## src/soc_pkg.sv

```systemverilog
/*
 * soc_pkg
 * address map, bus widths, bus request and response structs,
 * and the state and target encodings shared by the memory side
 */
package soc_pkg;

	localparam int ADDR_W = 32;
	localparam int DATA_W = 32;

	// memory sizes in words, as powers of two
	localparam int MAIN_DEPTH_LOG2 = 10;
	localparam int SCRATCH_DEPTH_LOG2 = 8;

	// address map
	localparam int MMIO_BIT = 31;
	localparam logic [ADDR_W-1:0] SCRATCH_BASE = 32'h8000_0000;
	localparam logic [ADDR_W-1:0] GPIO_BASE = 32'h8000_2000;
	localparam logic [ADDR_W-1:0] LOADER_BASE = 32'h8000_3000;
	// 4 KiB regions inside io space
	localparam logic [ADDR_W-1:0] REGION_MASK = 32'hFFFF_F000;

	localparam int LED_W = 4;
	localparam int SW_W = 2;
	localparam int BTN_W = 2;
	localparam int COUNT_W = 16;

	typedef logic [DATA_W-1:0] bus_word_t;

	typedef struct packed {
		logic [ADDR_W-1:0] addr;
		bus_word_t wdata;
		logic we;
		logic rd;
	} bus_req_t;

	typedef struct packed {
		bus_word_t rdata;
		logic ready;
	} bus_rsp_t;

	typedef logic [LED_W-1:0] led_t;

	typedef struct packed {
		logic overrun;
		logic done;
		logic [13:0] spare;
		logic [COUNT_W-1:0] count;
	} loader_status_t;

	typedef enum logic [2:0] {TGT_MAIN, TGT_SCRATCH, TGT_GPIO, TGT_LOADER, TGT_NONE} target_e;
	typedef enum logic [1:0] {OWN_IDLE, OWN_CPU, OWN_LOADER} owner_e;
	typedef enum logic [1:0] {LD_COUNT, LD_DATA, LD_DONE} loader_state_e;

endpackage

```

## src/bus_arbiter.sv

```systemverilog
/*
 * bus_arbiter
 * two-host arbiter where the processor port wins ties
 * and the owner keeps the bus until it drops req
 */
module bus_arbiter (
	input logic clk_mem,
	input logic rst_n,
	input logic cpu_req_on,
	output logic cpu_gnt,
	input soc_pkg::bus_req_t cpu_bus,
	output soc_pkg::bus_rsp_t cpu_rsp,
	input logic ld_req_on,
	output logic ld_gnt,
	input soc_pkg::bus_req_t ld_bus,
	output soc_pkg::bus_rsp_t ld_rsp,
	output soc_pkg::bus_req_t bus,
	input soc_pkg::bus_rsp_t rsp
);

	soc_pkg::owner_e owner;

	always_ff @(posedge clk_mem) begin
		if (!rst_n) begin
			owner <= soc_pkg::OWN_IDLE;
		end else begin
			case (owner)
				soc_pkg::OWN_IDLE: begin
					if (cpu_req_on)
						owner <= soc_pkg::OWN_CPU;
					else if (ld_req_on)
						owner <= soc_pkg::OWN_LOADER;
				end
				soc_pkg::OWN_CPU: begin
					if (!cpu_req_on)
						owner <= soc_pkg::OWN_IDLE;
				end
				soc_pkg::OWN_LOADER: begin
					if (!ld_req_on)
						owner <= soc_pkg::OWN_IDLE;
				end
				default: owner <= soc_pkg::OWN_IDLE;
			endcase
		end
	end

	assign cpu_gnt = owner == soc_pkg::OWN_CPU;
	assign ld_gnt = owner == soc_pkg::OWN_LOADER;

	// only the owner's request reaches the decoder
	always_comb begin
		case (owner)
			soc_pkg::OWN_CPU: bus = cpu_bus;
			soc_pkg::OWN_LOADER: bus = ld_bus;
			default: bus = '0;
		endcase
	end

	// ready is steered to the owner alone
	always_comb begin
		cpu_rsp = rsp;
		ld_rsp = rsp;
		cpu_rsp.ready = rsp.ready & cpu_gnt;
		ld_rsp.ready = rsp.ready & ld_gnt;
	end

	// a host keeps the bus until its ready has arrived
	a_ready_to_owner: assert property (@(posedge clk_mem) disable iff (!rst_n)
		rsp.ready |-> (cpu_gnt || ld_gnt));

endmodule

```

## config.mk

```make
export PLATFORM = sky130hd
export DESIGN_NAME = bus_arbiter
export DESIGN_NICKNAME = d
export VERILOG_FILES = /design/src/soc_pkg.sv /design/src/bus_arbiter.sv
export SDC_FILE = /design/constraint.sdc
export NUM_CORES = 1
export LEC_CHECK = 0
export BUFFER_PORTS_ARGS = -buffer_cell sky130_fd_sc_hd__buf_2
export CAP_MARGIN = 20
export CELL_PAD_IN_SITES_DETAIL_PLACEMENT = 2
export CELL_PAD_IN_SITES_GLOBAL_PLACEMENT = 2
export CORE_ASPECT_RATIO = 0.5
export CORE_MARGIN = 1.5
export CORE_UTILIZATION = 11
export CTS_CLUSTER_DIAMETER = 100
export DETAILED_ROUTE_END_ITERATION = 10
export PLACE_DENSITY = 0.95
export SKIP_LAST_GASP = 1
export SLEW_MARGIN = 20
export SYNTH_ARGS = -nofsm -noshare
export SYNTH_HDL_FRONTEND = slang
export SYNTH_SLANG_ARGS = --single-unit
```

## constraint.sdc

```tcl
create_clock -name clk_mem -period 4.5 [get_ports clk_mem]
set_input_delay 0.675 -clock clk_mem [delete_from_list [all_inputs] [get_ports clk_mem]]
set_output_delay 0.675 -clock clk_mem [all_outputs]
set_load 0.1 [all_outputs]
```

==> run summary <==
==================================================================================================
Result of the run                                                                     finished clean
Warning count from the yosys run                                                                 0
Most used routing layer in global routing                                                     met2
Pin count of the biggest net entering global routing                                            39
Later-pin clock latency in the skew report                                                  230 ps
Category of the worst setup path launch point                                            flip-flop
Layout Area Growth over Synthesis                                                            49.0%
Diode insertion count for antenna repair                                                         0
Nets                                                                                           539
Detail Route Antenna Nets                                                                        0
Biggest cell delay along the critical path                                                  660 ps
Die outline height                                                                         89.9 µm
Startpoint of the worst-slack reg-to-reg timing path                                      owner[0]
Number of placed cells counting well taps                                                      559
Number of cells in the finished layout apart from fillers                                      562
Number of cell rows                                                                             31
Post-detailed-route via-to-cell ratio                                                         3.81
Estimated wirelength of the detail-placed design                                           7810 µm
Initial drt markers                                                                            114
Synth Area in Adders                                                                        0.0301
Post-synthesis xor/xnor area fraction                                                            0
Clock transition time at the flip-flop clock pins of the worst setup and hold paths          30 ps
Post-synthesis compound-gate area fraction                                                   0.321
Synthesized net count                                                                          410
Min-Delay Path Depth                                                                             2
Final wirelength                                                                           9350 µm
Total Neg Setup Slack                                                                         0 ps
Part of the power in registers                                                               0.029
Total net switching power                                                                 0.469 mW
Post-synthesis sequential area ratio                                                        0.0241
Number of antenna violations at the first check in global routing                                0
Worst hold slack                                                                            545 ps
Switching part of the total                                                                  0.615
Yosys reg bits                                                                                   2
Launch point of the critical path                                                         owner[0]
Final Hold Vio Count                                                                             0
Data required time at the worst endpoint                                                   3830 ps
Count of clock tree sinks                                                                        2
Final-report setup violation count                                                               0
Maximum level of the CTS H-tree                                                                  1
Share of cells above drive strength 1                                                        0.593
Setup repair after global routing missed its margin                                             no
Worst hold endpoint                                                                       owner[0]
Peak clock frequency supported by timing                                                 0.307 GHz
Count of pins over their slew limit                                                              0
Met1 Usage GRT                                                                               0.130
Global-route wire length before repair                                                    14100 µm
X dimension of the die                                                                      177 µm
Worst-case clock skew                                                                      5.96 ps
Initial Utilization                                                                          0.114
Total placed instance area                                                                2400 µm²
Source of the worst hold timing path                                                      owner[0]
Total power of the final layout                                                           0.762 mW
R2R Setup Slk                                                                              2310 ps
Cell count after synthesis                                                                     237
Count of vias placed by the detailed router                                                   2143
FF-to-FF End                                                                              owner[0]
Number of distinct standard cells referenced by the synthesized netlist                         18
Yosys top cell area share                                                                    0.298
Top fanout value on the critical path                                                           35
Final worst slack                                                                          1240 ps
Internal cell power                                                                       0.293 mW
Die area                                                                                 15900 µm²
Number of top-level pins                                                                       303
Post-CTS Hold Fix Bufs                                                                           0
Clock tree from TritonCTS                                                                    built
Share of synthesized cell area in and, or, nand and nor gates                                0.265
GP Congestion                                                                                0.746
Core occupancy in the finished layout                                                        0.169
Slew HR                                                                                      0.411
Leakage power                                                                              1.23 nW
Max-cap violation count                                                                          0
# resized after CTS                                                                              0
Post-Syn Area                                                                             1660 µm²
Total power divided by cell area                                                        308 nW/µm²
Routed length per placed instance                                                          16.6 µm
Combinational share of power                                                                 0.791
Crit path cell chain                                                                  inv_1, ha_2, buf_4, a22oi_1, nor2b_1, buf_2
Mux contribution to synthesized area                                                             0
Final Critical Period                                                                      3260 ps
Max Buffers Root-to-Sink                                                                         2
Via count of the first global-routing pass                                                    2446
Dominant combinational cell family by area after synthesis                            buffers and inverters
Top register by number of flip-flops                                                         owner
Gr usage total                                                                               0.113
Fraction of met3 tracks used by global routing                                              0.0178
Core footprint                                                                           14600 µm²
Max reg flops                                                                                    2
Detailed-routing iteration count for the pre-antenna-repair pass                                 4
Root buffer cell                                                                      sky130_fd_sc_hd__clkbuf_16
Setup Crit Path Kind                                                                       reg2out
Worst setup slack after placement                                                          1490 ps
Cell types occupying the most area after synthesis                                    sky130_fd_sc_hd__a22oi_1 30%, sky130_fd_sc_hd__buf_4 29%, sky130_fd_sc_hd__nor2b_1 25%
Library cell with the largest summed area after synthesis                             sky130_fd_sc_hd__a22oi_1
GR met2 Demand/Resource                                                                      0.216
Global-route congestion overflow total                                                           0
Class of the worst hold path                                                               reg2reg
Buffer count from post-CTS setup fixing                                                          0
Inserted Clock Buffers                                                                           3
Biggest registers after layout                                                        owner: 2 flops
Synthesized area divided by synthesized cell count                                        7.02 µm²
Critical path arrival                                                                      2580 ps
Type of destination of the critical path                                                output pin
R2R cell count                                                                                   6
Peak supply drop                                                                         0.0797 mV
Period utilisation layout                                                                    0.724
Number of remaining DRC errors                                                                   0
Least-Margin Pin Slew                                                                       883 ps
Share of power burned in the clock network                                                   0.180
Count of buffers from port buffering                                                           206
Post-route design area                                                                    2480 µm²
Cell with the biggest individual delay on the critical path                           sky130_fd_sc_hd__ha_2
==================================================================================================
-- synthesized netlist by cell type (all sizes together) --
master / count
ha: 4
nand3: 1
o21ai: 1
buf: 75
a21oi: 1
nand2: 1
o22ai: 1
o211a: 1
clkbuf: 11
nor2b: 67
a22o: 1
a22oi: 66
and2: 2
inv: 3
dfxtp: 2
-- layout make-up --
cell class | count | area [µm²]
Inverter | 3 | 11.3
Fill cell | 1773 | 12100
Sequential cell | 2 | 40.0
Multi-Input combinational cell | 146 | 1030
Tap cell | 198 | 248
Clock buffer | 3 | 75.1
Timing Repair Buffer | 210 | 1070
-- power by group through the flow --
stage | Combinational, mW | Sequential, mW | Clock, mW
after global placement | 0.589 | 0.0218 | 0
after global routing | 0.635 | 0.0223 | 0.143
final | 0.602 | 0.0220 | 0.138
after floorplan | 0.727 | 0.0215 | 0
after detailed placement | 0.607 | 0.0220 | 0
after CTS | 0.607 | 0.0220 | 0.140
-- cells by family (layout without fill, tap and decap cells) --
kind of cell,count (synthesis),count (layout)
AO/OA/AOI/OAI,71,71
adder cells (fa/ha/maj),4,4
buffers and inverters,89,216
flip-flops,2,2
AND/OR/NAND/NOR,71,71
-- worst max-delay path, delay by kind of cell, from the launching register on --
family          cells  cell delay, ps
simple gates        1             150
fa+ha+maj           1             660
compound gates      1             160
flops               1             320
buf+inv             3            1030
-- cells in the final DEF (no fill, tap or decap) --
cell type,instances
sky130_fd_sc_hd__a21oi_1,1
sky130_fd_sc_hd__a22o_1,1
sky130_fd_sc_hd__a22oi_1,66
sky130_fd_sc_hd__and2_1,2
sky130_fd_sc_hd__buf_12,1
sky130_fd_sc_hd__buf_2,206
sky130_fd_sc_hd__buf_4,3
sky130_fd_sc_hd__clkbuf_16,3
sky130_fd_sc_hd__dfxtp_1,2
sky130_fd_sc_hd__ha_1,2
sky130_fd_sc_hd__ha_2,2
sky130_fd_sc_hd__inv_1,3
sky130_fd_sc_hd__nand2_1,1
sky130_fd_sc_hd__nand3_1,1
sky130_fd_sc_hd__nor2b_1,67
sky130_fd_sc_hd__o211a_1,1
sky130_fd_sc_hd__o21ai_2,1
sky130_fd_sc_hd__o22ai_1,1
-- worst max path at each step --
stage / endpoint / slack, ps / cells after the start
floorplan: bus[15] / 630 / 6
global placement: bus[22] / 1550 / 6
global route: bus[19] / 1070 / 6
finish: bus[15] / 1240 / 6
CTS: bus[2] / 1240 / 5
detailed placement: bus[2] / 1490 / 5
-- routing by layer --
layer	wire (µm)	share of wire	up-vias
li1	-	-	1019
met1	3720	0.40	1051
met2	5210	0.56	63
met3	352	0.038	10
met4	63	0.0067	0
met5	0	0	-
(Power assumes the default switching activity.)
