`config.mk`:
```
export PLATFORM = sky130hd
export DESIGN_NAME = serial_loader
export DESIGN_NICKNAME = d
export VERILOG_FILES = /design/src/soc_pkg.sv /design/src/serial_loader.sv
export SDC_FILE = /design/constraint.sdc
export NUM_CORES = 1
export LEC_CHECK = 0
export BUFFER_PORTS_ARGS = -buffer_cell sky130_fd_sc_hd__buf_2
export CORE_UTILIZATION = 56
export DETAILED_ROUTE_END_ITERATION = 7
export PLACE_DENSITY = 0.93
export SLEW_MARGIN = 15
export SYNTH_ARGS = -nofsm -noshare
export SYNTH_HDL_FRONTEND = slang
export SYNTH_SLANG_ARGS = --single-unit
```
`constraint.sdc`:
```
create_clock -name clk_mem -period 6.2 [get_ports clk_mem]
set_input_delay 0.62 -clock clk_mem [delete_from_list [all_inputs] [get_ports clk_mem]]
set_output_delay 0.62 -clock clk_mem [all_outputs]
set_load 0.03 [all_outputs]
```
`src/soc_pkg.sv`:
```
/*
 * soc_pkg
 * address map, bus widths, bus request and response structs,
 * and the state and target encodings shared by the memory side
 */
package soc_pkg;

	localparam int ADDR_W = 32;
	localparam int DATA_W = 32;

	// memory sizes in words, as powers of two
	localparam int MAIN_DEPTH_LOG2 = 10;
	localparam int SCRATCH_DEPTH_LOG2 = 8;

	// address map
	localparam int MMIO_BIT = 31;
	localparam logic [ADDR_W-1:0] SCRATCH_BASE = 32'h8000_0000;
	localparam logic [ADDR_W-1:0] GPIO_BASE = 32'h8000_2000;
	localparam logic [ADDR_W-1:0] LOADER_BASE = 32'h8000_3000;
	// 4 KiB regions inside io space
	localparam logic [ADDR_W-1:0] REGION_MASK = 32'hFFFF_F000;

	localparam int LED_W = 4;
	localparam int SW_W = 2;
	localparam int BTN_W = 2;
	localparam int COUNT_W = 16;

	typedef logic [DATA_W-1:0] bus_word_t;

	typedef struct packed {
		logic [ADDR_W-1:0] addr;
		bus_word_t wdata;
		logic we;
		logic rd;
	} bus_req_t;

	typedef struct packed {
		bus_word_t rdata;
		logic ready;
	} bus_rsp_t;

	typedef logic [LED_W-1:0] led_t;

	typedef struct packed {
		logic overrun;
		logic done;
		logic [13:0] spare;
		logic [COUNT_W-1:0] count;
	} loader_status_t;

	typedef enum logic [2:0] {TGT_MAIN, TGT_SCRATCH, TGT_GPIO, TGT_LOADER, TGT_NONE} target_e;
	typedef enum logic [1:0] {OWN_IDLE, OWN_CPU, OWN_LOADER} owner_e;
	typedef enum logic [1:0] {LD_COUNT, LD_DATA, LD_DONE} loader_state_e;

endpackage

```
`src/serial_loader.sv`:
```
/*
 * serial_loader
 * builds a word count and data words from received bytes,
 * writes word k to main memory at 4*k as bus host 1
 */
module serial_loader (
	input logic clk_mem,
	input logic rst_n,
	input logic [7:0] rx_data,
	input logic rx_new,
	output logic req_on,
	input logic gnt,
	output soc_pkg::bus_req_t bus,
	input soc_pkg::bus_rsp_t rsp,
	output soc_pkg::loader_status_t status
);

	soc_pkg::loader_state_e state;
	logic [1:0] byte_idx;
	soc_pkg::bus_word_t shifter;
	soc_pkg::bus_word_t word;
	logic word_done;
	logic [soc_pkg::COUNT_W-1:0] total;
	logic [soc_pkg::COUNT_W-1:0] rx_words;
	logic [soc_pkg::COUNT_W-1:0] written;
	logic pend_valid;
	logic issued;
	soc_pkg::bus_word_t pend_data;
	logic [soc_pkg::ADDR_W-1:0] pend_addr;
	logic overrun;

	// lsb first, so each new byte enters at the top
	assign word = {rx_data, shifter[31:8]};
	assign word_done = rx_new && byte_idx == 2'd3 && state != soc_pkg::LD_DONE;

	always_ff @(posedge clk_mem) begin
		if (rx_new)
			shifter <= word;
		if (word_done && state == soc_pkg::LD_DATA && !pend_valid) begin
			pend_data <= word;
			pend_addr <= {{(soc_pkg::ADDR_W-soc_pkg::COUNT_W-2){1'b0}}, rx_words, 2'b00};
		end
	end

	always_ff @(posedge clk_mem) begin
		if (!rst_n) begin
			state <= soc_pkg::LD_COUNT;
			byte_idx <= '0;
			total <= '0;
			rx_words <= '0;
			written <= '0;
			pend_valid <= 1'b0;
			issued <= 1'b0;
			overrun <= 1'b0;
		end else begin
			if (rx_new && state != soc_pkg::LD_DONE)
				byte_idx <= byte_idx + 2'd1;
			if (word_done && state == soc_pkg::LD_COUNT) begin
				total <= word[soc_pkg::COUNT_W-1:0];
				state <= word[soc_pkg::COUNT_W-1:0] == '0 ? soc_pkg::LD_DONE : soc_pkg::LD_DATA;
			end
			if (word_done && state == soc_pkg::LD_DATA) begin
				rx_words <= rx_words + 1'b1;
				if (rx_words + 1'b1 == total)
					state <= soc_pkg::LD_DONE;
				// one word of buffering, a second one is lost
				if (pend_valid)
					overrun <= 1'b1;
				else
					pend_valid <= 1'b1;
			end
			if (bus.we)
				issued <= 1'b1;
			if (issued && rsp.ready) begin
				issued <= 1'b0;
				pend_valid <= 1'b0;
				written <= written + 1'b1;
			end
		end
	end

	assign req_on = pend_valid;

	always_comb begin
		bus.addr = pend_addr;
		bus.wdata = pend_data;
		bus.we = gnt && pend_valid && !issued;
		bus.rd = 1'b0;
	end

	assign status = '{overrun: overrun, done: state == soc_pkg::LD_DONE && !pend_valid,
		spare: '0, count: written};

endmodule

```
==> results of run 1 <==
==> cells in the mapped netlist (all sizes together) (2+ instances only) <==
cell / number / share of area (%)
a21boi: 24 / 3.4
a21oi: 5 / 0.47
and2: 27 / 3.2
and3: 3 / 0.36
and4: 4 / 0.66
buf: 36 / 5.0
clkbuf: 13 / 0.95
dfxtp: 55 / 21
edfxtp: 72 / 41
ha: 3 / 0.71
inv: 2 / 0.14
nand2: 60 / 4.3
nand2b: 2 / 0.24
nand3: 15 / 1.4
nand4: 8 / 1.2
nor2: 11 / 0.78
nor2b: 3 / 0.36
nor3: 8 / 0.76
nor3b: 4 / 0.57
nor4: 9 / 1.2
o211ai: 2 / 0.28
o21ai: 7 / 0.66
or3: 9 / 1.1
xnor2: 32 / 5.3
xor2: 14 / 2.3
==> worst paths after layout <==
kind	startpoint	end	slack (ns)	cells past startpoint
setup reg to reg	rx_words[0]	state[1]	3.40	7
hold reg to reg	shifter[28]	pend_data[20]	0.45	0
hold / removal	rx_data[3]	shifter[27]	0.28	1
setup / recovery	rx_words[0]	state[1]	3.40	7
==> sequential cells by signal, summed over array words and instances, names as in the netlist <==
name,cells
pend_data,32
shifter,24
pend_addr,16
rx_words,16
total,16
written,16
byte_idx,2
state,2
issued,1
overrun,1
req_on,1
==> final cells by class <==
class	count	area [um2]
sequential	127	3260
multi-input combinational	296	1810
tap	111	139
clock inverter	15	185
inverter	2	7.51
clock buffer	17	414
timing repair buffer	82	415
fill	677	2960
==> stage by stage <==
stage / hold slack, ns / instances / setup slack (ns) / power, uW
5_1_grt: 0.254 / 650 / 3.17 / 2010
4_1_cts: 0.258 / 650 / 3.42 / 1970
3_3_place_gp: 0.427 / 618 / 3.46 / 978
2_1_floorplan: 0.403 / 474 / 2.76 / 981
6_report: 0.282 / 650 / 3.40 / 1950
3_5_place_dp: 0.432 / 618 / 3.39 / 981
==> layer usage <==
metal  share of wire, %  vias up
met4                1.6        0
met2                 52      107
met3                6.1       16
met5                  0        -
met1                 41     1614
li1                   -     1678
==> cells by family after synthesis <==
group                      after synthesis
and+or+nand+nor                        167
DFF                                    127
buffers and inverters                   51
AOI/OAI and AO/OA                       48
xor gates and xnor gates                46
adders and majority gates                3
other                                    1
muxes                                    1
==> report_power, final <==
part	total, uW	switching (uW)	internal [uW]
clock	987	426	562
combinational	48.5	39.0	9.48
sequential	916	11.6	904
==> load_flow_metrics.sql, run 1 <==
INSERT INTO impl_metrics (metric_group, metric, value, unit) VALUES
('run_status', 'run_status', 'finished clean', ''),
('yosys', 'synth_cells', '444', ''),
('layout', 'fraction_of_layout_cells_with_a_size_suffix_above_1', '22.1', '%'),
('detailed_routing', 'initialDrtViolationCount', '172', ''),
('die', 'number_of_cell_rows', '35', ''),
('grt', 'grt_use_met3', '7.38', '%'),
('die', 'core_area', '9200', 'um2'),
('layout', 'layout.core_utilization', '67.8', '%'),
('grt', 'grt_start_max_net_pins', '56', ''),
('worst_setup_path', 'timing.critical_path.required', '6.61', 'ns'),
('die', 'chipWidth', '99.0', 'um'),
('yosys', 'syn-cell-area', '5270', 'um2'),
('sta', 'worst_pin_slew', '0.753', 'ns'),
('sta', 'timing.clock.skew', '0.00516', 'ns'),
('layout', 'finalInstanceArea', '6230', 'um2'),
('yosys', 'asyncSetResetFlopFracSynth', '0', '%'),
('placement', 'port_buffers', '80', ''),
('placement', 'dpl_cell_area', '5630', 'um2'),
('placement', 'place.detailed.hpwl', '6.52', 'mm'),
('die', 'initial_utilization', '57.3', '%'),
('yosys', 'sequential_cell_area_fraction_in_the_yosys_report', '61.9', '%'),
('yosys', 'synth_compound_gate_area_share', '6.55', '%'),
('sta', 'report.final.setup_viol', '0', ''),
('sta', 'fin_setup_tns', '0', 'ns'),
('cts', 'cts.clk_slew.worst_paths', '0.07', 'ns'),
('detailed_routing', 'dr_total_vias', '3415', ''),
('worst_setup_path', 'critPathTopFamily', 'simple AND/OR/NAND/NOR gates', ''),
('worst_setup_path', 'timing.setup.critical_path_class', 'reg2reg', ''),
('sta', 'worst_slew_margin_rel', '49.8', '%'),
('yosys', 'synth.mux.area_fraction', '0.214', '%'),
('grt', 'gr-usage-met1', '25.4', '%'),
('layout', 'insertedDiodeCount', '0', ''),
('die', 'chipHeight', '99.0', 'um'),
('grt', 'wire_length_of_the_first_global_routing_pass', '16.1', 'mm'),
('grt', 'gr-usage-met2', '37.4', '%'),
('detailed_routing', 'drt.antenna.violating_nets', '0', ''),
('cts', 'sink_count_of_the_clock_tree', '127', ''),
('grt', 'via_count_of_the_first_global_routing_pass', '3254', ''),
('cts', 'postCtsHoldBufs', '0', ''),
('cts', 'root_buffer', 'clkbuf_8', ''),
('worst_setup_path', 'critical_path.slowest_cell', 'dfxtp_1', ''),
('detailed_routing', 'drt_first_pass_iters', '4', ''),
('power', 'peakVddDrop', '283', 'uV'),
('yosys', 'synth-edff-count', '72', ''),
('sta', 'finalHoldViolations', '0', ''),
('worst_setup_path', 'critPathBufInv', '0', ''),
('detailed_routing', 'drc', '0', ''),
('cts', 'clock_latency', '0.52', 'ns'),
('placement', 'globalplace.congestion', '0.838', ''),
('detailed_routing', 'route.final.wire_length', '10.1', 'mm'),
('detailed_routing', 'routed_via_density', '5.25', ''),
('cts', 'clock_path_buffers', '2', ''),
('sta', 'finalCritPeriodShare', '45.1', '%'),
('power', 'power.density', '313', 'nW/um2'),
('yosys', 'avgSynthCellArea', '11.9', 'um2'),
('cts', 'setup_fix_buffers_added_after_clock_tree_synthesis', '0', ''),
('yosys', 'synthSimpleGateAreaFrac', '16.8', '%'),
('yosys', 'synth_top_family_by_area', 'simple AND/OR/NAND/NOR gates', ''),
('worst_setup_path', 'startpoint_type', 'flop', ''),
('yosys', 'postSynth.topFlopCell', 'edfxtp_1', ''),
('worst_setup_path', 'worst-path-max-fanout', '15', ''),
('layout', 'syn_to_final_growth', '18.2', '%'),
('cts', 'cts-resized-gates', '0', ''),
('yosys', 'post_synth_xor_area_fraction', '7.64', '%'),
('cts', 'tritoncts_clock_tree', 'yes', ''),
('hold_path', 'hold_path.class', 'in2reg', ''),
('grt', 'track_usage', '22.0', '%'),
('cts', 'h-tree-depth', '4', ''),
('grt', 'most_congested_layer_reported_by_global_routing', 'met2', ''),
('sta', 'period_needed', '2.80', 'ns'),
('layout', 'most_common_cell_after_layout_fill_and_taps_aside', 'buf_2', '');
No activity file was read; power rests on OpenSTA's default activity.
==> run 2: changes to the inputs <==
--- a/config.mk
+++ b/config.mk
@@ -6,9 +6,9 @@
 export NUM_CORES = 1
 export LEC_CHECK = 0
 export BUFFER_PORTS_ARGS = -buffer_cell sky130_fd_sc_hd__buf_2
-export CORE_UTILIZATION = 56
+export CORE_UTILIZATION = 52
 export DETAILED_ROUTE_END_ITERATION = 7
-export PLACE_DENSITY = 0.93
+export PLACE_DENSITY = 0.87
 export SLEW_MARGIN = 15
 export SYNTH_ARGS = -nofsm -noshare
 export SYNTH_HDL_FRONTEND = slang
==> constraint.sdc (replaced) <==
create_clock -name clk_mem -period 2.7 [get_ports clk_mem]
set_input_delay 0.27 -clock clk_mem [delete_from_list [all_inputs] [get_ports clk_mem]]
set_output_delay 0.27 -clock clk_mem [all_outputs]
set_load 0.03 [all_outputs]
==> run 2 against run 1 <==
Compared with the run above:
- final area up 2.2%
- sequential cell count is the same
- fmax rose by 17%
- critical path depth unchanged
- routed wire length up 3.1%
- critical path type unchanged
- non-clock buffer count up 12
- total power up 130%
- die area rose by 7.5%
- sequential share of layout area shrank 1.1 points
- critical endpoint unchanged
==> load_flow_metrics.sql, run 2 (same netlist as run 1, synthesis figures left out) <==
INSERT INTO impl_metrics (metric_group, metric, value, unit) VALUES
('run_status', 'run_status', 'finished clean', ''),
('detailed_routing', 'initialDrtViolationCount', '121', ''),
('layout', 'nNetsFinal', '586', ''),
('worst_setup_path', 'crit_path_cell_trace', 'ha_1 > nand3_1 > nor4_1 > mux2_2 > a211oi_1 > nor4_2 > o31a_1', ''),
('cts', 'cts.clk_slew.worst_paths', '0.06', 'ns'),
('cts', 'numCtsBuffers', '17', ''),
('layout', 'fraction_of_layout_cells_with_a_size_suffix_above_1', '22.3', '%'),
('grt', 'initial_antenna_violation_count', '0', ''),
('detailed_routing', 'wl_per_cell', '15.1', 'um'),
('grt', 'wire_length_of_the_first_global_routing_pass', '16.5', 'mm'),
('layout', 'syn_to_final_growth', '20.7', '%'),
('sta', 'period_needed', '2.39', 'ns'),
('detailed_routing', 'drc', '0', ''),
('die', 'chipWidth', '103', 'um'),
('placement', 'globalplace.congestion', '0.850', ''),
('cts', 'clock_path_buffers', '2', ''),
('detailed_routing', 'drt.antenna.violating_nets', '0', ''),
('worst_setup_path', 'critical_path.slowest_cell', 'dfxtp_1', ''),
('die', 'floorplan.die_area', '10500', 'um2'),
('run', 'timing.max_cap.violations', '0', ''),
('sta', 'report.final.setup_viol', '0', ''),
('grt', 'via_count_of_the_first_global_routing_pass', '3378', ''),
('detailed_routing', 'route.final.wire_length', '10.4', 'mm'),
('sta', 'worst_slew_margin_rel', '49.1', '%'),
('sta', 'achievable-frequency', '418', 'MHz'),
('layout', 'layout_common_cells', 'buf_2 (80), edfxtp_1 (72), nand2_1 (60)', ''),
('placement', 'place.detailed.hpwl', '6.52', 'mm'),
('die', 'number_of_cell_rows', '36', ''),
('die', 'core_area', '9820', 'um2'),
('worst_setup_path', 'critPathTopFamily', 'simple AND/OR/NAND/NOR gates', ''),
('worst_setup_path', 'timing.critical_path.required', '3.10', 'ns'),
('layout', 'largest-register', 'pend_data', ''),
('die', 'initial_utilization', '53.7', '%'),
('worst_setup_path', 'timing.setup.critical_path_class', 'reg2reg', ''),
('cts', 'sink_count_of_the_clock_tree', '127', ''),
('sta', 'whs', '0.116', 'ns'),
('power', 'power.density', '698', 'nW/um2'),
('cts', 'tritoncts_clock_tree', 'yes', ''),
('worst_setup_path', 'worst-path-max-fanout', '7', ''),
('cts', 'cts-resized-gates', '0', ''),
('layout', 'insertedDiodeCount', '0', ''),
('power', 'peakVddDrop', '480', 'uV'),
('cts', 'h-tree-depth', '4', ''),
('sta', 'worst_pin_slew', '0.764', 'ns'),
('sta', 'grt_setup_unrepaired', 'no', ''),
('grt', 'grt_start_max_net_pins', '56', ''),
('grt', 'track_usage', '21.1', '%'),
('placement', 'port_buffers', '80', ''),
('worst_setup_path', 'r2r_setup_slack', '0.31', 'ns'),
('cts', 'clock_latency', '0.52', 'ns'),
('cts', 'root_buffer', 'clkbuf_8', ''),
('hold_path', 'hold_path.class', 'in2reg', ''),
('power', 'power_leakage', '0.00253', 'uW'),
('detailed_routing', 'dr_total_vias', '3504', ''),
('worst_setup_path', 'timing.critical_path.to_type', 'flop', ''),
('sta', 'timing.clock.skew', '0.00530', 'ns'),
('layout', 'fillers', '773', ''),
('detailed_routing', 'routed_via_density', '5.12', ''),
('die', 'num_io_pins', '144', ''),
('sta', 'fin_setup_tns', '0', 'ns'),
('sta', 'finalHoldViolations', '0', ''),
('layout', 'flip_flop_count_of_the_largest_register_all_copies_and_words_added', '32', ''),
('die', 'chipHeight', '103', 'um'),
('detailed_routing', 'drt_first_pass_iters', '4', ''),
('layout', 'largestRegisters', 'pend_data: 32 flops, shifter: 24 flops', ''),
('worst_setup_path', 'timing.critical_path.slowest_cell_delay', '0.49', 'ns'),
('layout', 'most_common_cell_after_layout_fill_and_taps_aside', 'buf_2', ''),
('sta', 'slew_violations', '0', ''),
('grt', 'grt-ovfl-total', '0', ''),
('worst_setup_path', 'startpoint_type', 'flop', ''),
('sta', 'finalCritPeriodShare', '88.7', '%'),
('worst_setup_path', 'worstPathArrival', '2.80', 'ns'),
('worst_setup_path', 'critPathBufInv', '0', '');
run 2: cell count changes in the layout (fill, tap and decap cells not counted), sizes merged:
cell | before | now
dlygate4sd3 | 0 | 8
buf | 82 | 86
inv | 12 | 10
clkinvlp | 0 | 2
run 2: metal layers:
metal	wire, um	up-vias	part of all wire (%)	track usage [%]
met5	0	-	0	0
met3	769	21	7.4	7.73
met1	4340	1659	42	25.3
met4	231	0	2.2	9.89
met2	5020	130	48	33.9
li1	-	1694	-	-
run 2: tightest hold or removal path, stage by stage:
cell	delay, ns
buf_2	0.11
nor2b_1	0.05
o21a_1	0.15
run 2: repair_timing:
item                                    4_1_cts  5_1_grt
endpoints found under the setup margin        0        0
setup buffers                                 0        0
hold endpoints to repair                     16        0
hold buffers                                  8        0
run 2: final cells by class:
type	instances	area, um2	share of cell area, %
clock buffers	17	414	6.50
well taps	133	166	2.61
flip-flops and latches	127	3260	51.2
inverters	2	7.51	0.118
repair buffers	94	538	8.45
multi-input cells	296	1810	28.4
clock inverters	15	170	2.67
run 2: worst paths after layout:
kind | depth (start not counted) | to | from
setup / recovery | 7 | state[1] | rx_words[0]
hold / removal | 3 | issued | rsp[0]
setup reg to reg | 7 | state[1] | rx_words[0]
hold reg to reg | 0 | shifter[20] | shifter[28]
run 2: per-stage QoR:
stage | cells | util [%] | total power (uW) | area [um2] | setup WS (ns)
floorplan | 474 | - | 2250 | 5390 | 0.166
global placement | 644 | 58.1 | 2250 | 5700 | 0.323
detailed placement | 644 | 58.1 | 2250 | 5700 | 0.323
CTS | 684 | 64.8 | 4480 | 6370 | 0.308
global route | 684 | 64.8 | 4570 | 6370 | 0.128
finish | 684 | 64.8 | 4450 | 6370 | 0.306
run 2: power by group:
group	total (uW)	switching [uW]	leakage, uW	internal [uW]
logic	122	91.8	0.00110	30.1
registers	2100	27.3	0.00114	2080
clock network	2220	950	0.000282	1270
total	4450	1070	0.00253	3380
