[src/soc_pkg.sv]
/*
 * soc_pkg
 * address map, bus widths, bus request and response structs,
 * and the state and target encodings shared by the memory side
 */
package soc_pkg;

	localparam int ADDR_W = 32;
	localparam int DATA_W = 32;

	// memory sizes in words, as powers of two
	localparam int MAIN_DEPTH_LOG2 = 10;
	localparam int SCRATCH_DEPTH_LOG2 = 8;

	// address map
	localparam int MMIO_BIT = 31;
	localparam logic [ADDR_W-1:0] SCRATCH_BASE = 32'h8000_0000;
	localparam logic [ADDR_W-1:0] GPIO_BASE = 32'h8000_2000;
	localparam logic [ADDR_W-1:0] LOADER_BASE = 32'h8000_3000;
	// 4 KiB regions inside io space
	localparam logic [ADDR_W-1:0] REGION_MASK = 32'hFFFF_F000;

	localparam int LED_W = 4;
	localparam int SW_W = 2;
	localparam int BTN_W = 2;
	localparam int COUNT_W = 16;

	typedef logic [DATA_W-1:0] bus_word_t;

	typedef struct packed {
		logic [ADDR_W-1:0] addr;
		bus_word_t wdata;
		logic we;
		logic rd;
	} bus_req_t;

	typedef struct packed {
		bus_word_t rdata;
		logic ready;
	} bus_rsp_t;

	typedef logic [LED_W-1:0] led_t;

	typedef struct packed {
		logic overrun;
		logic done;
		logic [13:0] spare;
		logic [COUNT_W-1:0] count;
	} loader_status_t;

	typedef enum logic [2:0] {TGT_MAIN, TGT_SCRATCH, TGT_GPIO, TGT_LOADER, TGT_NONE} target_e;
	typedef enum logic [1:0] {OWN_IDLE, OWN_CPU, OWN_LOADER} owner_e;
	typedef enum logic [1:0] {LD_COUNT, LD_DATA, LD_DONE} loader_state_e;

endpackage

[src/gpio_port.sv]
/*
 * gpio_port
 * led register at offset 0, synchronized switches and buttons at offset 4
 */
module gpio_port (
	input logic clk_mem,
	input logic rst_n,
	input soc_pkg::bus_req_t req,
	output soc_pkg::bus_rsp_t rsp,
	input logic [soc_pkg::SW_W-1:0] sw,
	input logic [soc_pkg::BTN_W-1:0] btn,
	output soc_pkg::led_t led
);

	logic [soc_pkg::SW_W+soc_pkg::BTN_W-1:0] in_meta;
	logic [soc_pkg::SW_W+soc_pkg::BTN_W-1:0] in_sync;
	soc_pkg::led_t led_reg;
	soc_pkg::bus_word_t rdata;
	logic ready;

	// two-flop synchronizer, switches above buttons
	always_ff @(posedge clk_mem) begin
		if (!rst_n) begin
			in_meta <= '0;
			in_sync <= '0;
			led_reg <= '0;
			ready <= 1'b0;
		end else begin
			in_meta <= {sw, btn};
			in_sync <= in_meta;
			ready <= req.we | req.rd;
			if (req.we && req.addr[3:2] == 2'd0)
				led_reg <= req.wdata[soc_pkg::LED_W-1:0];
		end
	end

	always_ff @(posedge clk_mem) begin
		if (req.rd) begin
			case (req.addr[3:2])
				2'd0: rdata <= soc_pkg::bus_word_t'(led_reg);
				2'd1: rdata <= soc_pkg::bus_word_t'(in_sync);
				default: rdata <= '0;
			endcase
		end
	end

	assign rsp = '{rdata: rdata, ready: ready};
	assign led = led_reg;

endmodule

[config.mk]
export PLATFORM = sky130hd
export DESIGN_NAME = gpio_port
export DESIGN_NICKNAME = d
export VERILOG_FILES = /design/src/soc_pkg.sv /design/src/gpio_port.sv
export SDC_FILE = /design/constraint.sdc
export NUM_CORES = 1
export LEC_CHECK = 0
export BUFFER_PORTS_ARGS = -buffer_cell sky130_fd_sc_hd__buf_4
export CAP_MARGIN = 20
export CORE_UTILIZATION = 31
export CTS_CLUSTER_DIAMETER = 120
export DETAILED_ROUTE_END_ITERATION = 8
export GPL_TIMING_DRIVEN = 1
export PLACE_DENSITY = 0.8
export SLEW_MARGIN = 40
export SYNTH_ARGS = -nofsm -noshare
export SYNTH_HDL_FRONTEND = slang
export SYNTH_SLANG_ARGS = --single-unit
[constraint.sdc]
create_clock -name clk_mem -period 0.9 [get_ports clk_mem]
set_input_delay 0.18 -clock clk_mem [delete_from_list [all_inputs] [get_ports clk_mem]]
set_output_delay 0.18 -clock clk_mem [all_outputs]
set_load 0.01 [all_outputs]
==> results.toml, run 1 <==
[run_status]
outcome = "finished, violations left"
failed_checks = "setup timing"

[detailed_routing]
vias_per_cell = 3.78
drt-initial-drc-count = 2
vias = 514
ant_nets = 0
drc = 0
wl_um = 1180
firstDrtPassIters = 2
wl_per_cell_um = 8.65

[yosys]
netlist_top_cells_count = "29 x buf_4, 13 x dfxtp_1, 8 x and2_1, 8 x mux2i_1, 8 x nand2_1"
syn_inst = 80
syn_avg_cell_area_um2 = 10.3
yosysWarningCount = 0
yosysSeqAreaShare_pct = 46.1
synth_fa_ha_area_share_pct = 0
synth_compound_area_share_pct = 0.910
synthMuxAreaShare_pct = 9.71
synth_xor_area_share_pct = 0
synth_simple_gate_area_share_pct = 13.8
syn-cell-area_um2 = 825
yosys_most_used_dff = "dfxtp_1"
synth_top_area_share_pct = 31.6
ys_async_sr_fraction_pct = 0
synth_top_family_by_area = "buffers and inverters"
synth_edf_count = 4
yosysUniqueCellTypes = 13
ys_seq_elements = 17
yosys.area.top_type = "dfxtp_1"
synthTopCellsByArea = "dfxtp_1 32%, buf_4 26%, edfxtp_1 15%"
yosysMostFrequentCell = "buf_4"

[critical_path]
r2r_setup_slack_ns = 0.01
crit_buf_inv = 1
crit_chain = "buf_6"
critPathMaxFanout = 1
crit_slowest_cell = "edfxtp_1"
cp_data_arrival_time_ns = 0.81
cp-end-kind = "primary output"
crit_family = "flip-flops"
crit_type = "flip-flop to primary output"
required_ns = 0.72
cpPeakStageDelay_ns = 0.40
start_kind = "flip-flop"

[global_route]
grt_pass1_wl_um = 1790
use_met2_pct = 17.1
grt.total_usage_pct = 9.12
busiest_layer = "met2"
grtUsageMet3_pct = 2.54
grt_pass1_vias = 435
grt_antenna_before_repair = 0
gr-usage-met1_pct = 8.81
grt_remaining_overflow = 0
grt_max_degree = 18

[layout]
nets = 179
antennaDiodeCount = 0
layout.cells.non_filler = 136
multiInputGateArea_um2 = 307
n_fill_cell = 254
seqCellArea_um2 = 387
area_growth_pct = 21.9
drive_gt1_share_pct = 34.0

[sta]
fin_crit_ns = 0.991
max_freq_mhz = 1010
hold_viol = 0
setup_viol = 8
rsz0062_at_grt = "yes"
timing.final.ws_setup_ns = -0.0907
skew_ns = 0.00386
slew_viol_final = 0
final.period_utilization_pct = 110

[clock_network]
clkTransAtPathRegs_ns = 0.09
clockBufferDepth = 2
clock-sinks = 17
cts_tree = "built"
ctsRootBufferMaster = "clkbuf_4"
cts_buffers = 3
clk-insertion-delay-late_ns = 0.28
htreeDepth = 1

[die]
initial_utilization_pct = 33.0
dieWidth_um = 53.6
dieArea_mm2 = 0.00287
num_rows = 18
core_mm2 = 0.00250
ios = 109
die_y_um = 53.6

[place]
globalplace.congestion = 0.691
dpl.hpwl_um = 865
placed_cells = 128
portBuffers = 22

[power]
fin_total_pwr_w = 0.00143
power_leakage_nw = 0.484
ir_worst_vdd_v = 0.000698
power_density_mw_per_mm2 = 1430

[job]
max-cap-violations = 0

[worst_hold_path]
hold_class = "input pin to flip-flop"
## cells by family after synthesis
kind of cell	count (synthesis)
compound gates	1
buf+inv	32
flops	17
mux	8
other cells	1
simple gates	21
## routing by layer
layer / up-vias / routed length, µm
met5: - / 0
met4: 0 / 0
met3: 0 / 142
met2: 45 / 554
met1: 221 / 478
li1: 248 / -
## cell usage in the layout (no fill, tap or decap)
cell	Yosys	routed
nor2_1	4	4
clkbuf_4	0	3
dfxtp_1	13	8
and2_1	8	8
nor3b_4	1	1
edfxtp_1	4	4
o21a_1	1	1
dfxtp_2	0	5
mux2i_1	8	8
buf_4	29	15
conb_1	1	28
buf_6	1	12
nand2_1	8	8
clkbuf_1	0	1
## layout make-up
| cell class | instances | share of cell area, % |
|---|---|---|
| flip-flops and latches | 17 | 38.5 |
| clock buffers | 4 | 2.62 |
| repair buffers | 27 | 24.7 |
| multi-input cells | 58 | 30.5 |
| well taps | 30 | 3.74 |
## through the flow
| stage | hold slack, ns | utilization, % | setup TNS (ns) | cell area [µm²] | worst slack [ns] |
|---|---|---|---|---|---|
| 2_1_floorplan | 0.290 | - | 0 | 926 | 0.0692 |
| 3_3_place_gp | 0.392 | 35.9 | -0.0286 | 897 | -0.0106 |
| 3_5_place_dp | 0.390 | 35.9 | -0.158 | 897 | -0.0509 |
| 4_1_cts | 0.0851 | 39.6 | -0.490 | 990 | -0.105 |
| 5_1_grt | 0.0868 | 40.2 | -0.752 | 1000 | -0.129 |
| 6_report | 0.101 | 40.2 | -0.372 | 1000 | -0.0907 |
## power by group
| part | total [W] | leakage, nW | internal, W | switching (W) |
|---|---|---|---|---|
| combinational | 0.000222 | 0.319 | 0.000107 | 0.000115 |
| sequential | 0.000831 | 0.150 | 0.000817 | 0.0000142 |
| clock | 0.000380 | 0.0150 | 0.000172 | 0.000208 |
| total | 0.00143 | 0.484 | 0.00110 | 0.000338 |
## what timing repair did
item | in CTS | in global routing
cloned | 0 | 0
hold buffers | 0 | 0
setup buffers | 4 | 0
endpoints found under the setup margin | 9 | 12
pin swaps | 0 | 2
resized for setup | 13 | 4
## path summary, 6_finish.rpt
check	from	end	cells after the start
max reg2reg	led[0]	rdata[0]	3
max	rdata[2]	rsp[3]	1
min	btn[0]	in_meta[0]	2
min reg2reg	in_meta[0]	in_sync[0]	1
Power figures use the tool's default switching activity.
==> inputs of run 2 (changes only) <==
--- a/config.mk
+++ b/config.mk
@@ -7,11 +7,11 @@
 export LEC_CHECK = 0
 export BUFFER_PORTS_ARGS = -buffer_cell sky130_fd_sc_hd__buf_4
 export CAP_MARGIN = 20
-export CORE_UTILIZATION = 31
+export CORE_UTILIZATION = 33
 export CTS_CLUSTER_DIAMETER = 120
 export DETAILED_ROUTE_END_ITERATION = 8
-export GPL_TIMING_DRIVEN = 1
-export PLACE_DENSITY = 0.8
+export GPL_TIMING_DRIVEN = 0
+export PLACE_DENSITY = 0.84
 export SLEW_MARGIN = 40
 export SYNTH_ARGS = -nofsm -noshare
 export SYNTH_HDL_FRONTEND = slang
==> constraint.sdc (replaced) <==
create_clock -name clk_mem -period 1.2 [get_ports clk_mem]
set_input_delay 0.24 -clock clk_mem [delete_from_list [all_inputs] [get_ports clk_mem]]
set_output_delay 0.24 -clock clk_mem [all_outputs]
set_load 0.01 [all_outputs]
==> run 2 against run 1 <==
The run now ends clean. Total power is 21% lower. Setup slack gained 0.21 ns. Combinational power barely moved. Sequential share of layout area is 5.0 points lower. Global-route usage grew 1.2 points. Largest cell class is now non-clock buffers. Register-to-register slack better by 0.42 ns. Largest power group unchanged. Highest routed layer is now met4. Critical endpoint is now rsp[0]. Die area down 5.8%. Utilization grew 9.8 points. Clock power fell by 25%.
==> results.toml, run 2 (same netlist as run 1, synthesis figures left out) <==
[layout]
area_growth_pct = 37.9
antennaDiodeCount = 0
layout_commonest_cell = "buf_4"
n_fill_cell = 235
nets = 204
fin_area_mm2 = 0.00114
drive_gt1_share_pct = 42.7
final_cell_mix = "49 x buf_4, 28 x conb_1, 13 x dfxtp_1"

[global_route]
grt.total_usage_pct = 10.3
grt_remaining_overflow = 0
grt_pass1_vias = 478
grt_antenna_before_repair = 0
grt_pass1_wl_um = 1950
grt_max_degree = 11

[place]
preCtsSetupSlack_ns = 0.167
dpl.hpwl_um = 1090
globalplace.congestion = 0.699
portBuffers = 20
placed_area_mm2 = 0.00111

[sta]
rsz0062_at_grt = "no"
setup_viol = 0
fin_crit_ns = 1.08
final.period_utilization_pct = 89.9
timing.final.ws_setup_ns = 0.122
setup_tns_ns = 0
max_freq_mhz = 927
hold_viol = 0
skew_ns = 0.00277
slew_viol_final = 0

[die]
core_mm2 = 0.00228
initial_utilization_pct = 36.2
dieArea_mm2 = 0.00270
dieWidth_um = 52.0
die_y_um = 52.0
num_rows = 17
ios = 109

[detailed_routing]
vias = 562
drc = 0
wl_um = 1290
vias_per_cell = 3.53
ant_nets = 0
wl_per_cell_um = 8.10
firstDrtPassIters = 2
drt-initial-drc-count = 6

[clock_network]
clockBufferDepth = 2
htreeDepth = 1
clk-insertion-delay-late_ns = 0.28
holdBufCountCts = 0
cts_setup_buffers = 0
ctsRootBufferMaster = "clkbuf_4"
clkTransAtPathRegs_ns = 0.09
clock-sinks = 17
cts_buffers = 3
cts_tree = "built"
cts_resized = 0

[power]
p_int_w = 0.000865
switchingPower_w = 0.000261
seqPwrFrac_pct = 55.1
pwr-share-comb_pct = 19.6
power_density_mw_per_mm2 = 990
power_leakage_nw = 0.609
ir_worst_vdd_v = 0.000533
swShare_pct = 23.2
clock_power_share_pct = 25.3

[critical_path]
crit_chain = "buf_4 > buf_4"
crit_type = "flip-flop to primary output"
crit_slowest_cell = "dfxtp_1"
crit_top_cell = "buf_4"
crit_buf_inv = 2
cp_data_arrival_time_ns = 0.84
r2r_setup_slack_ns = 0.43
cpPeakStageDelay_ns = 0.31
start_kind = "flip-flop"
critPathMaxFanout = 1
required_ns = 0.96
crit_family = "flip-flops"
cp-end-kind = "primary output"

[worst_hold_path]
hold_class = "input pin to flip-flop"

[job]
max-cap-violations = 0

[run_status]
outcome = "complete, no violations"
run 2: cell types whose count changed in the layout (fill, tap and decap cells not counted):
| cell | previous run | this run |
|---|---|---|
| buf_2 | 0 | 1 |
| buf_4 | 15 | 49 |
| buf_6 | 12 | 1 |
| clkbuf_2 | 0 | 1 |
| dfxtp_1 | 8 | 13 |
| dfxtp_2 | 5 | 0 |
run 2: path summary, 6_finish.rpt:
check,startpoint,endpoint,cells after the start
max,ready,rsp[0],2
min,sw[0],in_meta[2],2
max reg2reg,led[2],rdata[2],2
min reg2reg,in_meta[0],in_sync[0],1
run 2: layout make-up:
cell class / count / area (µm²) / area share, %
Buffer: 32 / 239 / 21.0
Multi-Input combinational cell: 58 / 307 / 27.0
Clock buffer: 4 / 26.3 / 2.31
Tap cell: 28 / 35.0 / 3.08
Sequential cell: 17 / 380 / 33.4
Timing Repair Buffer: 20 / 150 / 13.2
run 2: metal layers:
metal | wire length [µm] | share of wire [%] | GRT usage (%) | vias up
met1 | 488 | 38 | 9.63 | 221
met2 | 602 | 47 | 18.4 | 42
met5 | 0 | 0 | 0 | -
li1 | - | - | - | 297
met3 | 189 | 15 | 3.80 | 2
met4 | 8 | 0.62 | 6.76 | 0
run 2: power groups by stage:
stage / Clock (W) / Combinational [W] / Sequential, W
6_report: 0.000285 / 0.000221 / 0.000620
5_1_grt: 0.000334 / 0.000242 / 0.000623
4_1_cts: 0.000303 / 0.000219 / 0.000621
3_5_place_dp: 0 / 0.000219 / 0.000634
3_3_place_gp: 0 / 0.000215 / 0.000632
2_1_floorplan: 0 / 0.000153 / 0.000637
run 2: per-stage QoR:
| stage | hold slack [ns] | util [%] | power, W | std cells |
|---|---|---|---|---|
| 6_report | 0.163 | 50.0 | 0.00113 | 159 |
| 5_1_grt | 0.150 | 50.0 | 0.00120 | 159 |
| 4_1_cts | 0.151 | 50.0 | 0.00114 | 159 |
| 3_5_place_dp | 0.418 | 48.8 | 0.000853 | 155 |
| 3_3_place_gp | 0.411 | 48.8 | 0.000847 | 155 |
| 2_1_floorplan | 0.350 | - | 0.000790 | 107 |
==> inputs of run 3 (changes only) <==
--- a/config.mk
+++ b/config.mk
@@ -7,11 +7,14 @@
 export LEC_CHECK = 0
 export BUFFER_PORTS_ARGS = -buffer_cell sky130_fd_sc_hd__buf_4
 export CAP_MARGIN = 20
-export CORE_UTILIZATION = 33
+export CELL_PAD_IN_SITES_DETAIL_PLACEMENT = 0
+export CELL_PAD_IN_SITES_GLOBAL_PLACEMENT = 1
+export CORE_UTILIZATION = 21
 export CTS_CLUSTER_DIAMETER = 120
 export DETAILED_ROUTE_END_ITERATION = 8
 export GPL_TIMING_DRIVEN = 0
-export PLACE_DENSITY = 0.84
+export PLACE_DENSITY_LB_ADDON = 0.1
+export SETUP_SLACK_MARGIN = 0.5
 export SLEW_MARGIN = 40
 export SYNTH_ARGS = -nofsm -noshare
 export SYNTH_HDL_FRONTEND = slang
==> run 3 against run 2 <==
Sequential power hardly changed. Highest routed layer unchanged. Critical path depth stayed put. Via count is 1.2% higher. Critical path type unchanged. Largest cell class unchanged. Clock-buffer cell count stayed put.
==> results.toml, run 3 (same netlist as run 1, synthesis figures left out) <==
[critical_path]
start_kind = "flip-flop"
cp_data_arrival_time_ns = 0.77
critPathMaxFanout = 1
crit_type = "flip-flop to primary output"
crit_slowest_cell = "dfxtp_2"
crit_family = "flip-flops"
crit_buf_inv = 2
cp-end-kind = "primary output"
crit_chain = "buf_6 > buf_6"
crit_top_cell = "buf_6"
required_ns = 0.96
cpPeakStageDelay_ns = 0.32

[layout]
fin_area_mm2 = 0.00133
drive_gt1_share_pct = 49.3
layout.cells.non_filler = 186
final_cell_mix = "43 x buf_4, 28 x conb_1, 13 x buf_6"
layout_commonest_cell = "buf_4"
antennaDiodeCount = 0
nets = 211
area_growth_pct = 61.0
finish.utilization_pct = 35.7

[detailed_routing]
wl_um = 1310
vias_per_cell = 3.06
firstDrtPassIters = 3
wl_per_cell_um = 7.03
ant_nets = 0
drc = 0
drt-initial-drc-count = 16
vias = 569

[die]
die_y_um = 64.7
dieArea_mm2 = 0.00418
ios = 109
initial_utilization_pct = 22.2
num_rows = 22
core_mm2 = 0.00372
dieWidth_um = 64.7

[global_route]
grt_max_degree = 11
grtUsageMet3_pct = 3.35
use_met2_pct = 10.0
grt_remaining_overflow = 0
gr-usage-met1_pct = 6.08
grt_antenna_before_repair = 0
grt.total_usage_pct = 6.30
grt_pass1_vias = 466
busiest_layer = "met2"
grt_pass1_wl_um = 1880

[clock_network]
cts_buffers = 3
ctsRootBufferMaster = "clkbuf_8"
holdBufCountCts = 0
cts_tree = "built"
clk-insertion-delay-late_ns = 0.24
clock-sinks = 17
htreeDepth = 1
clockBufferDepth = 2
clkTransAtPathRegs_ns = 0.06

[worst_hold_path]
hold_class = "input pin to flip-flop"

[sta]
rsz0062_at_grt = "yes"
fin_crit_ns = 1.01
hold_viol = 0
slew_viol_final = 0
setup_viol = 0
setup_tns_ns = 0
timing.hold.ws_ns = 0.199
max_freq_mhz = 993
final.period_utilization_pct = 84.0
skew_ns = 0.000654

[run_status]
outcome = "complete, no violations"

[power]
power_leakage_nw = 0.681
ir_worst_vdd_v = 0.000328
power_density_mw_per_mm2 = 977

[place]
globalplace.congestion = 0.699
portBuffers = 20
placed_area_mm2 = 0.00117
placed_cells = 175

[job]
max-cap-violations = 0
[run 3: report_power, final]
group	switching (W)	internal, W	total (W)
Combinational	0.0000995	0.000160	0.000260
Clock	0.000180	0.000235	0.000415
Sequential	0.00000947	0.000613	0.000623
Total	0.000289	0.00101	0.00130
[run 3: metal layers]
layer / routed length [µm] / share of wire [%]
met3: 188 / 14
met2: 601 / 46
met5: 0 / 0
met4: 12 / 0.92
met1: 505 / 39
[run 3: worst paths after layout]
kind                                  from         end  slack (ns)  cells past startpoint
worst max-delay path                 ready      rsp[0]        0.19                      2
worst min-delay path                 sw[0]  in_meta[2]        0.20                      2
worst max register to register      led[0]    rdata[0]        0.35                      3
worst min register to register  in_meta[2]  in_sync[2]        0.43                      1
[run 3: per-stage QoR]
step / setup WS (ns) / power, W
global route: 0.164 / 0.00136
global placement: 0.182 / 0.000861
floorplan: 0.312 / 0.000800
CTS: 0.179 / 0.00130
detailed placement: 0.173 / 0.000862
finish: 0.192 / 0.00130
[run 3: timing repair]
item | CTS | global route
endpoints found under the setup margin | 17 | 17
buffers inserted | 5 | 2
pin swaps | 5 | 5
resized for setup | 15 | 5
[run 3: area by class of cell]
cell class,instances,area (µm²)
plain buffers,32,278
clock buffers,4,45.0
fillers,382,2390
multi-input cells,58,307
flip-flops and latches,17,387
well taps,48,60.1
repair buffers,27,251
